===== src/rtl/mmu_pkg.sv =====
`default_nettype none

// ==================================================
// TLB geometry and entry format
// ==================================================

package mmu_pkg;

	// Address split: tag | set | page offset
	localparam int ADDR_W = 32;
	localparam int PAGE_W = 13;
	localparam int VPN_W = ADDR_W - PAGE_W;
	localparam int PPN_W = 19;

	// Sixteen sets of four ways
	localparam int SETS = 16;
	localparam int WAYS = 4;
	localparam int SET_W = $clog2(SETS);
	localparam int WAY_W = $clog2(WAYS);

	// The tag is what is left of the VPN once the set index is taken off
	localparam int TAG_W = VPN_W - SET_W;

	// ==================================================
	// Boot map
	// ==================================================

	// The ROM window sits at the top of the address space
	localparam logic [ADDR_W-1:0] ROM_BASE_ADDR = 32'hFFF0_0000;

	// First ROM page number, its low set bits are zero so set n maps page base+n
	localparam logic [VPN_W-1:0] ROM_VPN_BASE = ROM_BASE_ADDR[ADDR_W-1:PAGE_W];

	// ROM pages are readable and executable but never writable
	localparam logic [2:0] ROM_RWX = 3'b101;

	// One TLB entry, 39 bits
	typedef struct packed {
		logic v;
		logic lock;
		logic [2:0] rwx;
		logic [TAG_W-1:0] tag;
		logic [PPN_W-1:0] ppn;
	} tlb_entry_t;

	// A whole set is read at once by the lookup
	typedef tlb_entry_t [WAYS-1:0] tlb_set_t;

endpackage

`default_nettype wire


===== src/rtl/tlb_cmd_pkg.sv =====
`default_nettype none

// ==================================================
// Host port commands and responses
// ==================================================

package tlb_cmd_pkg;

	// Commands the host may send
	typedef enum logic [1:0] {
		OP_XLATE,
		OP_WRITE,
		OP_FLUSH
	} opcode_e;

	// Outcome returned with ack
	typedef enum logic [1:0] {
		ST_HIT,
		ST_MISS,
		ST_DONE,
		ST_DENIED
	} status_e;

	// The ppn, rwx and way fields only matter for OP_WRITE
	typedef struct packed {
		opcode_e op;
		logic [mmu_pkg::ADDR_W-1:0] vaddr;
		logic [mmu_pkg::PPN_W-1:0] ppn;
		logic [2:0] rwx;
		logic [mmu_pkg::WAY_W-1:0] way;
	} tlb_cmd_t;

	// Way is the hit way on a translate or the target way on a write
	typedef struct packed {
		status_e status;
		logic [mmu_pkg::ADDR_W-1:0] paddr;
		logic [2:0] rwx;
		logic [mmu_pkg::WAY_W-1:0] way;
	} tlb_resp_t;

endpackage

`default_nettype wire


===== src/rtl/tlb_init_seq.sv =====
`timescale 1ns/1ns
`default_nettype none

module tlb_init_seq
(
	input wire logic clk,
	input wire logic rst,
	input wire logic flush_trig,
	output logic fill_busy,
	output logic fill_we,
	output logic [mmu_pkg::SET_W-1:0] fill_set,
	output logic [mmu_pkg::WAY_W-1:0] fill_way,
	output mmu_pkg::tlb_entry_t fill_entry
);

	typedef enum logic {
		INIT_FILL,
		INIT_IDLE
	} init_state_e;

	init_state_e state;

	// Way runs in the low bits so a set is finished before the next one starts
	logic [mmu_pkg::SET_W+mmu_pkg::WAY_W-1:0] cnt;
	logic [mmu_pkg::VPN_W-1:0] boot_vpn;

	// Reset lands in the fill state, so the map is rebuilt before any command
	always_ff @(posedge clk)
	begin
		if (rst)
		begin
			state <= INIT_FILL;
			cnt <= '0;
		end
		else if (state == INIT_FILL)
		begin
			cnt <= cnt + 1'b1;
			// All 64 entries are written once the counter is all ones
			if (&cnt)
				state <= INIT_IDLE;
		end
		else if (flush_trig)
		begin
			state <= INIT_FILL;
			cnt <= '0;
		end
	end

	assign fill_busy = (state == INIT_FILL);
	assign fill_we = (state == INIT_FILL);
	assign fill_set = cnt[mmu_pkg::WAY_W +: mmu_pkg::SET_W];
	assign fill_way = cnt[mmu_pkg::WAY_W-1:0];

	// Set n holds the ROM page base+n, the base has zero set bits
	assign boot_vpn = mmu_pkg::ROM_VPN_BASE
		| {{(mmu_pkg::VPN_W-mmu_pkg::SET_W){1'b0}}, fill_set};

	always_comb
	begin
		fill_entry = '0;
		// Only way 0 carries a mapping, identity mapped and locked
		if (fill_way == '0)
		begin
			fill_entry.v = 1'b1;
			fill_entry.lock = 1'b1;
			fill_entry.rwx = mmu_pkg::ROM_RWX;
			fill_entry.tag = boot_vpn[mmu_pkg::VPN_W-1:mmu_pkg::SET_W];
			fill_entry.ppn = boot_vpn;
		end
	end

	// The port must wait for the fill to end before it asks for another one
	a_flush_when_idle: assert property (
		@(posedge clk) disable iff (rst)
		flush_trig |-> !fill_busy
	);

endmodule

`default_nettype wire


===== src/rtl/tlb_lookup.sv =====
`timescale 1ns/1ns
`default_nettype none

module tlb_lookup
(
	input wire logic clk,
	input wire logic rst,
	input wire logic iss_valid,
	input wire tlb_cmd_pkg::tlb_cmd_t iss_cmd,
	output logic [mmu_pkg::SET_W-1:0] rd_set,
	input wire mmu_pkg::tlb_set_t rd_data,
	output logic host_we,
	output logic [mmu_pkg::SET_W-1:0] host_set,
	output logic [mmu_pkg::WAY_W-1:0] host_way,
	output mmu_pkg::tlb_entry_t host_entry,
	output logic rsp_valid,
	output tlb_cmd_pkg::tlb_resp_t rsp
);

	// Command riding alongside the set read
	logic s1_valid;
	tlb_cmd_pkg::tlb_cmd_t s1_cmd;

	logic [mmu_pkg::TAG_W-1:0] s1_tag;
	logic [mmu_pkg::PAGE_W-1:0] s1_off;
	logic hit;
	logic [mmu_pkg::WAY_W-1:0] hit_way;
	logic wr_ok;
	tlb_cmd_pkg::tlb_resp_t rsp_d;

	// The set index goes straight to the RAM, whose read is registered
	assign rd_set = iss_cmd.vaddr[mmu_pkg::PAGE_W +: mmu_pkg::SET_W];

	always_ff @(posedge clk)
	begin
		if (rst)
			s1_valid <= 1'b0;
		else
			s1_valid <= iss_valid;
		s1_cmd <= iss_cmd;
	end

	// ==================================================
	// Compare stage
	// ==================================================

	assign s1_tag = s1_cmd.vaddr[mmu_pkg::PAGE_W+mmu_pkg::SET_W +: mmu_pkg::TAG_W];
	assign s1_off = s1_cmd.vaddr[mmu_pkg::PAGE_W-1:0];

	// The lowest matching way wins, a correct map has at most one match
	always_comb
	begin
		hit = 1'b0;
		hit_way = '0;
		for (int w = mmu_pkg::WAYS - 1; w >= 0; w--)
		begin
			if (rd_data[w].v && rd_data[w].tag == s1_tag)
			begin
				hit = 1'b1;
				hit_way = w[mmu_pkg::WAY_W-1:0];
			end
		end
	end

	// Locked entries belong to the boot map and refuse host writes
	assign wr_ok = !rd_data[s1_cmd.way].lock;

	assign host_we = s1_valid && s1_cmd.op == tlb_cmd_pkg::OP_WRITE && wr_ok;
	assign host_set = s1_cmd.vaddr[mmu_pkg::PAGE_W +: mmu_pkg::SET_W];
	assign host_way = s1_cmd.way;

	// Host entries are always valid and never locked
	always_comb
	begin
		host_entry.v = 1'b1;
		host_entry.lock = 1'b0;
		host_entry.rwx = s1_cmd.rwx;
		host_entry.tag = s1_tag;
		host_entry.ppn = s1_cmd.ppn;
	end

	always_comb
	begin
		rsp_d = '0;
		rsp_d.status = tlb_cmd_pkg::ST_MISS;
		if (s1_cmd.op == tlb_cmd_pkg::OP_WRITE)
		begin
			rsp_d.way = s1_cmd.way;
			rsp_d.status = wr_ok ? tlb_cmd_pkg::ST_DONE : tlb_cmd_pkg::ST_DENIED;
			if (wr_ok)
			begin
				rsp_d.paddr = {s1_cmd.ppn, s1_off};
				rsp_d.rwx = s1_cmd.rwx;
			end
		end
		else if (hit)
		begin
			rsp_d.status = tlb_cmd_pkg::ST_HIT;
			rsp_d.paddr = {rd_data[hit_way].ppn, s1_off};
			rsp_d.rwx = rd_data[hit_way].rwx;
			rsp_d.way = hit_way;
		end
	end

	always_ff @(posedge clk)
	begin
		if (rst)
			rsp_valid <= 1'b0;
		else
			rsp_valid <= s1_valid;
		rsp <= rsp_d;
	end

endmodule

`default_nettype wire


===== src/rtl/tlb_ram.sv =====
`timescale 1ns/1ns
`default_nettype none

module tlb_ram
(
	input wire logic clk,
	input wire logic rst,
	input wire logic [mmu_pkg::SET_W-1:0] rd_set,
	output mmu_pkg::tlb_set_t rd_data,
	input wire logic fill_we,
	input wire logic [mmu_pkg::SET_W-1:0] fill_set,
	input wire logic [mmu_pkg::WAY_W-1:0] fill_way,
	input wire mmu_pkg::tlb_entry_t fill_entry,
	input wire logic host_we,
	input wire logic [mmu_pkg::SET_W-1:0] host_set,
	input wire logic [mmu_pkg::WAY_W-1:0] host_way,
	input wire mmu_pkg::tlb_entry_t host_entry
);

	// One row per set, each row is all four ways side by side
	mmu_pkg::tlb_set_t mem [mmu_pkg::SETS];

	logic wr_en;
	logic [mmu_pkg::SET_W-1:0] wr_set;
	logic [mmu_pkg::WAY_W-1:0] wr_way;
	mmu_pkg::tlb_entry_t wr_entry;

	// ==================================================
	// Write mux
	// ==================================================

	// The fill machine wins, host writes are only possible once it is idle
	always_comb
	begin
		wr_en = fill_we | host_we;
		if (fill_we)
		begin
			wr_set = fill_set;
			wr_way = fill_way;
			wr_entry = fill_entry;
		end
		else
		begin
			wr_set = host_set;
			wr_way = host_way;
			wr_entry = host_entry;
		end
	end

	// A read of the set being written returns the old contents
	always_ff @(posedge clk)
	begin
		if (wr_en)
			mem[wr_set][wr_way] <= wr_entry;
		rd_data <= mem[rd_set];
	end

	// Host writes come from the lookup and must never overlap a fill
	a_one_writer: assert property (
		@(posedge clk) disable iff (rst)
		!(fill_we && host_we)
	);

endmodule

`default_nettype wire


===== src/rtl/tlb_req_port.sv =====
`timescale 1ns/1ns
`default_nettype none

module tlb_req_port
(
	input wire logic clk,
	input wire logic rst,
	input wire logic req,
	input wire tlb_cmd_pkg::tlb_cmd_t cmd,
	output logic ack,
	output tlb_cmd_pkg::tlb_resp_t resp,
	input wire logic fill_busy,
	output logic flush_trig,
	output logic iss_valid,
	output tlb_cmd_pkg::tlb_cmd_t iss_cmd,
	input wire logic rsp_valid,
	input wire tlb_cmd_pkg::tlb_resp_t rsp
);

	typedef enum logic [1:0] {
		PORT_IDLE,
		PORT_WAIT_RSP,
		PORT_WAIT_FILL,
		PORT_ACK
	} port_state_e;

	port_state_e state;

	// ==================================================
	// Handshake FSM
	// ==================================================

	always_ff @(posedge clk)
	begin
		if (rst)
		begin
			state <= PORT_IDLE;
			ack <= 1'b0;
			flush_trig <= 1'b0;
			iss_valid <= 1'b0;
		end
		else
		begin
			// Both triggers are single cycle pulses
			iss_valid <= 1'b0;
			flush_trig <= 1'b0;
			case (state)
			PORT_IDLE:
				// Ack is low here, so a high req is always a fresh command
				if (req && !fill_busy)
				begin
					if (cmd.op == tlb_cmd_pkg::OP_FLUSH)
					begin
						flush_trig <= 1'b1;
						state <= PORT_WAIT_FILL;
					end
					else
					begin
						iss_valid <= 1'b1;
						state <= PORT_WAIT_RSP;
					end
				end
			PORT_WAIT_RSP:
				if (rsp_valid)
				begin
					ack <= 1'b1;
					state <= PORT_ACK;
				end
			PORT_WAIT_FILL:
				// Fill busy only rises the cycle after the trigger, so skip that cycle
				if (!flush_trig && !fill_busy)
				begin
					ack <= 1'b1;
					state <= PORT_ACK;
				end
			PORT_ACK:
				if (!req)
				begin
					ack <= 1'b0;
					state <= PORT_IDLE;
				end
			default:
				state <= PORT_IDLE;
			endcase
		end
	end

	// The command and response registers are loaded once per handshake
	always_ff @(posedge clk)
	begin
		if (state == PORT_IDLE && req)
			iss_cmd <= cmd;
		if (state == PORT_WAIT_RSP && rsp_valid)
			resp <= rsp;
		else if (state == PORT_WAIT_FILL)
		begin
			resp <= '0;
			resp.status <= tlb_cmd_pkg::ST_DONE;
		end
	end

	// The host keeps req up until it has seen ack
	a_req_held_for_ack: assert property (
		@(posedge clk) disable iff (rst)
		$fell(req) |-> $past(ack)
	);

endmodule

`default_nettype wire


===== src/rtl/tlb_unit.sv =====
`timescale 1ns/1ns
`default_nettype none

module tlb_unit
(
	input wire logic clk,
	input wire logic rst,
	input wire logic req,
	input wire tlb_cmd_pkg::tlb_cmd_t cmd,
	output logic ack,
	output tlb_cmd_pkg::tlb_resp_t resp
);

	// Port to lookup
	logic iss_valid;
	tlb_cmd_pkg::tlb_cmd_t iss_cmd;
	logic rsp_valid;
	tlb_cmd_pkg::tlb_resp_t rsp;

	// Lookup to RAM
	logic [mmu_pkg::SET_W-1:0] rd_set;
	mmu_pkg::tlb_set_t rd_data;
	logic host_we;
	logic [mmu_pkg::SET_W-1:0] host_set;
	logic [mmu_pkg::WAY_W-1:0] host_way;
	mmu_pkg::tlb_entry_t host_entry;

	// Fill machine channel
	logic flush_trig;
	logic fill_busy;
	logic fill_we;
	logic [mmu_pkg::SET_W-1:0] fill_set;
	logic [mmu_pkg::WAY_W-1:0] fill_way;
	mmu_pkg::tlb_entry_t fill_entry;

	tlb_req_port u_port (.clk, .rst, .req, .cmd, .ack, .resp, .fill_busy,
		.flush_trig, .iss_valid, .iss_cmd, .rsp_valid, .rsp);

	tlb_lookup u_lookup (.clk, .rst, .iss_valid, .iss_cmd, .rd_set, .rd_data,
		.host_we, .host_set, .host_way, .host_entry, .rsp_valid, .rsp);

	tlb_ram u_ram (.clk, .rst, .rd_set, .rd_data, .fill_we, .fill_set, .fill_way,
		.fill_entry, .host_we, .host_set, .host_way, .host_entry);

	// Sits beside the pipeline and owns the RAM while it rebuilds the map
	tlb_init_seq u_init (.clk, .rst, .flush_trig, .fill_busy, .fill_we, .fill_set,
		.fill_way, .fill_entry);

endmodule

`default_nettype wire


===== config.mk =====
export PLATFORM = sky130hd
export DESIGN_NAME = tlb_unit
export DESIGN_NICKNAME = d
export VERILOG_FILES = /design/src/rtl/mmu_pkg.sv /design/src/rtl/tlb_cmd_pkg.sv /design/src/rtl/tlb_init_seq.sv /design/src/rtl/tlb_lookup.sv /design/src/rtl/tlb_ram.sv /design/src/rtl/tlb_req_port.sv /design/src/rtl/tlb_unit.sv
export SDC_FILE = /design/constraint.sdc
export NUM_CORES = 2
export LEC_CHECK = 0
export BUFFER_PORTS_ARGS = -buffer_cell sky130_fd_sc_hd__buf_4
export CAP_MARGIN = 10
export CORE_MARGIN = 10
export CORE_UTILIZATION = 50
export DETAILED_ROUTE_END_ITERATION = 8
export GPL_TIMING_DRIVEN = 0
export PLACE_DENSITY = 0.68
export SYNTH_ARGS = -nofsm -noshare
export SYNTH_HDL_FRONTEND = slang
export SYNTH_SLANG_ARGS = --single-unit

===== constraint.sdc =====
create_clock -name clk -period 6.7 [get_ports clk]
set_clock_uncertainty 0.05 [all_clocks]
set_input_delay 1.34 -clock clk [delete_from_list [all_inputs] [get_ports clk]]
set_output_delay 1.34 -clock clk [all_outputs]
set_load 0.005 [all_outputs]

==> impl_metrics.csv <==
group,metric,value,unit
sta,hold_viol_final,0,
hold_path,min_path_type,"reg -> reg",
sta,tightest_slew,1.45,ns
logic_synthesis,ys_seq_elements,2860,
routing,drc_errors,0,
critical_path,cp_max_fo,10,
pwr,switching_power,9.77,mW
logic_synthesis,synth_area_per_cell,23.4,um^2
sta,relSlewSlack,0.0256,
clock_network,ctsRootBufferMaster,"clkbuf_16",
global_route,grt_antenna_before_repair,22,
global_route,top_usage_layer,"met2",
pwr,clkPwrFrac,0.387,
logic_synthesis,synthDistinctLibCells,54,
sta,fmax,219,MHz
logic_synthesis,synthTopCellsByArea,"edfxtp_1 74%, mux4_2 16%, dfxtp_1 5.1%",
routing,routed_wl,284000,um
logic_synthesis,syn_nets,4566,
sta,min_period_over_period,0.682,
logic_synthesis,synth_largest_area_cell,"edfxtp_1",
clock_network,clk_pin_slew,0.06,ns
sta,drv_slew,0,
place,dp_hpwl,183000,um
logic_synthesis,netlist_area,105000,um^2
place,placed_cell_area,113000,um^2
logic_synthesis,synth_top_area_share,0.739,
clock_network,cts_max_level,5,
floorplan,start_util,0.503,
routing,detail-route-antenna-nets,0,
routing,vias,51000,
clock_network,ctsResizeCount,0,
floorplan,fp.dieH,479,um
global_route,gr-usage-all-layers,0.246,
pwr,p_sw_frac,0.238,
global_route,grt_pass1_vias,51200,
logic_synthesis,synth_top_flop_cell,"edfxtp_1",
run,maxCapViolCount,0,
place,gp_congestion,1.02,
global_route,grtUsageMet1,0.328,
pwr,power.internal,31.4,mW
critical_path,crit_path_end_kind,"flip-flop",
clock_network,cts.path.max_buffers,4,
floorplan,rows,168,
clock_network,post_cts_buffers,0,
sta,finalSetupViolCount,0,
routing,wire_per_inst,35.4,um
routing,firstDrtPassIters,8,
critical_path,start_kind,"flip-flop",
pwr,ir_worst_vdd,0.298,mV
logic_synthesis,synth_edf_count,2593,
routing,drt_iter0_drc,8230,
final_layout,fillCellCount,14500,
global_route,use_met2,0.372,
clock_network,clk_latency,0.94,ns
floorplan,die_area,230000,um^2
pwr,p_seq_frac,0.504,
floorplan,core_area,210000,um^2
logic_synthesis,yosysSeqAreaShare,0.790,
routing,detail_route.vias_per_cell,6.34,
place,portBuffers,100,
clock_network,postCtsHoldBufs,0,
pwr,fin_total_pwr,41.1,mW
pwr,p_per_area,337,nW/um^2
critical_path,critPathKind,"reg -> reg",
critical_path,crit_required,7.34,ns
logic_synthesis,synth_cells,4498,
global_route,grt_max_degree,65,
sta,rsz0062_at_grt,"false",
sta,fin_crit,4.57,ns
logic_synthesis,ys_warn_count,0,
pwr,p_leak,38.0,nW
pwr,comb_power_share,0.109,
global_route,grt_pass1_wl,398000,um
clock_network,cts.sink_count,2860,
floorplan,die_w,479,um
final_layout,fin_nets,5079,
floorplan,io_pins,101,
clock_network,cts_tree,"done",
global_route,grt_remaining_overflow,0,
critical_path,arrival,5.21,ns
final_layout,final_area,122000,um^2
clock_network,cts_buffers,295,
status,status,"finished, final reports clean",
final_layout,syn_to_final_growth,15.8,%
global_route,use_met3,0.0768,
final_layout,drive_above_1_share,0.306,
logic_synthesis,ys_async_sr_fraction,0,
synth_stat cells, drive strengths merged, types with 5 or more instances:
library cell	instances
o32ai	6
buf	96
clkbuf	144
inv	33
xnor2	48
nor4	5
a211oi	34
mux4	771
or4	5
nor2b	16
and2	21
o31ai	22
edfxtp	2593
nand2	113
dfxtp	267
nand3b	24
and3	39
nand4	29
o21ai	33
a31oi	23
nor2	77
nand2b	7
mux2i	12
ha	7
xor2	12
a21oi	38
power groups by stage:
stage	clock network, mW	registers (mW)	logic [mW]
floorplan	0	20.8	2.69
global placement	0	21.2	4.19
detailed placement	0	21.1	4.42
CTS	16.1	20.7	4.45
global route	16.8	20.7	4.69
finish	15.9	20.7	4.49
registers in the layout, summed over array words and instances (netlist names), 2 cells and up:
name / flops
u_port.state: 2
u_init.cnt: 6
u_lookup.host_way: 2
u_ram.mem: 2496
u_lookup.rsp: 39
u_ram.rd_data: 156
u_lookup.host_set: 4
u_port.iss_cmd: 58
u_lookup.s1_cmd: 15
u_port.resp: 39
u_lookup.host_entry: 37
critical path, stage by stage, from the launching register on:
cell	delay (ns)
dfxtp_1	0.30
buf_2	0.58
xor2_1	0.14
nor4_1	0.83
and4_1	0.51
nor3_2	0.13
buf_2	0.22
a211oi_1	1.19
a31oi_1	0.35
cells by family after synthesis:
family / Yosys count / synth area share
AOI/OAI and AO/OA: 169 / 0.0104
xor gates and xnor gates: 60 / 0.00549
adders and majority gates: 7 / 0.000831
buffers and inverters: 273 / 0.0110
DFF: 2860 / 0.790
muxes: 783 / 0.166
and+or+nand+nor: 346 / 0.0167
layout by cell type (no fill, tap or decap), drive strengths merged, types with 12 or more instances in the layout:
master / n
mux2i: 12
and3: 39
bufinv: 19
clkinv: 68
a211oi: 34
a31oi: 23
xor2: 12
clkinvlp: 14
o21ai: 33
and2: 21
nand4: 29
xnor2: 48
o31ai: 22
nand3b: 24
dfxtp: 267
a21oi: 38
nor2: 77
buf: 312
nand2: 113
clkbuf: 555
mux4: 771
edfxtp: 2593
inv: 40
nor2b: 16
cell type report:
class | count | area (um^2) | area share
buffer | 240 | 1040 | 0.00854
antenna | 7 | 17.5 | 0.000143
tap | 2805 | 3510 | 0.0287
clock inverter | 108 | 1050 | 0.00864
clock buffer | 411 | 8240 | 0.0675
inverter | 33 | 124 | 0.00101
sequential | 2860 | 83200 | 0.682
multi-input combinational | 1365 | 21600 | 0.177
timing repair buffer | 216 | 3230 | 0.0264
layer usage:
layer | part of all wire | up-vias
met1 | 0.36 | 26900
met2 | 0.46 | 3309
li1 | - | 20000
met4 | 0.058 | 4
met5 | 0.00018 | -
met3 | 0.12 | 767
final timing paths:
check / startpoint / end / slack, ns / cells past startpoint
setup / recovery: u_lookup.host_entry[27] / u_lookup.rsp[31] / 2.13 / 8
hold / removal: u_port.iss_cmd[51] / u_lookup.host_entry[29] / 0.28 / 0
setup reg to reg: u_lookup.host_entry[27] / u_lookup.rsp[31] / 2.13 / 8
hold reg to reg: u_port.iss_cmd[51] / u_lookup.host_entry[29] / 0.28 / 0
through the flow:
stage	utilization	hold slack (ns)	std cells	setup TNS, ns	worst slack, ns
2_1_floorplan	-	0.273	4498	0	2.52
3_3_place_gp	0.523	0.276	7403	-175.85	-1.08
3_5_place_dp	0.538	0.277	7518	0	2.41
4_1_cts	0.582	0.277	8037	0	2.36
5_1_grt	0.582	0.293	8039	0	2.16
6_report	0.582	0.276	8045	0	2.13
No activity file was read; power rests on OpenSTA's default activity.
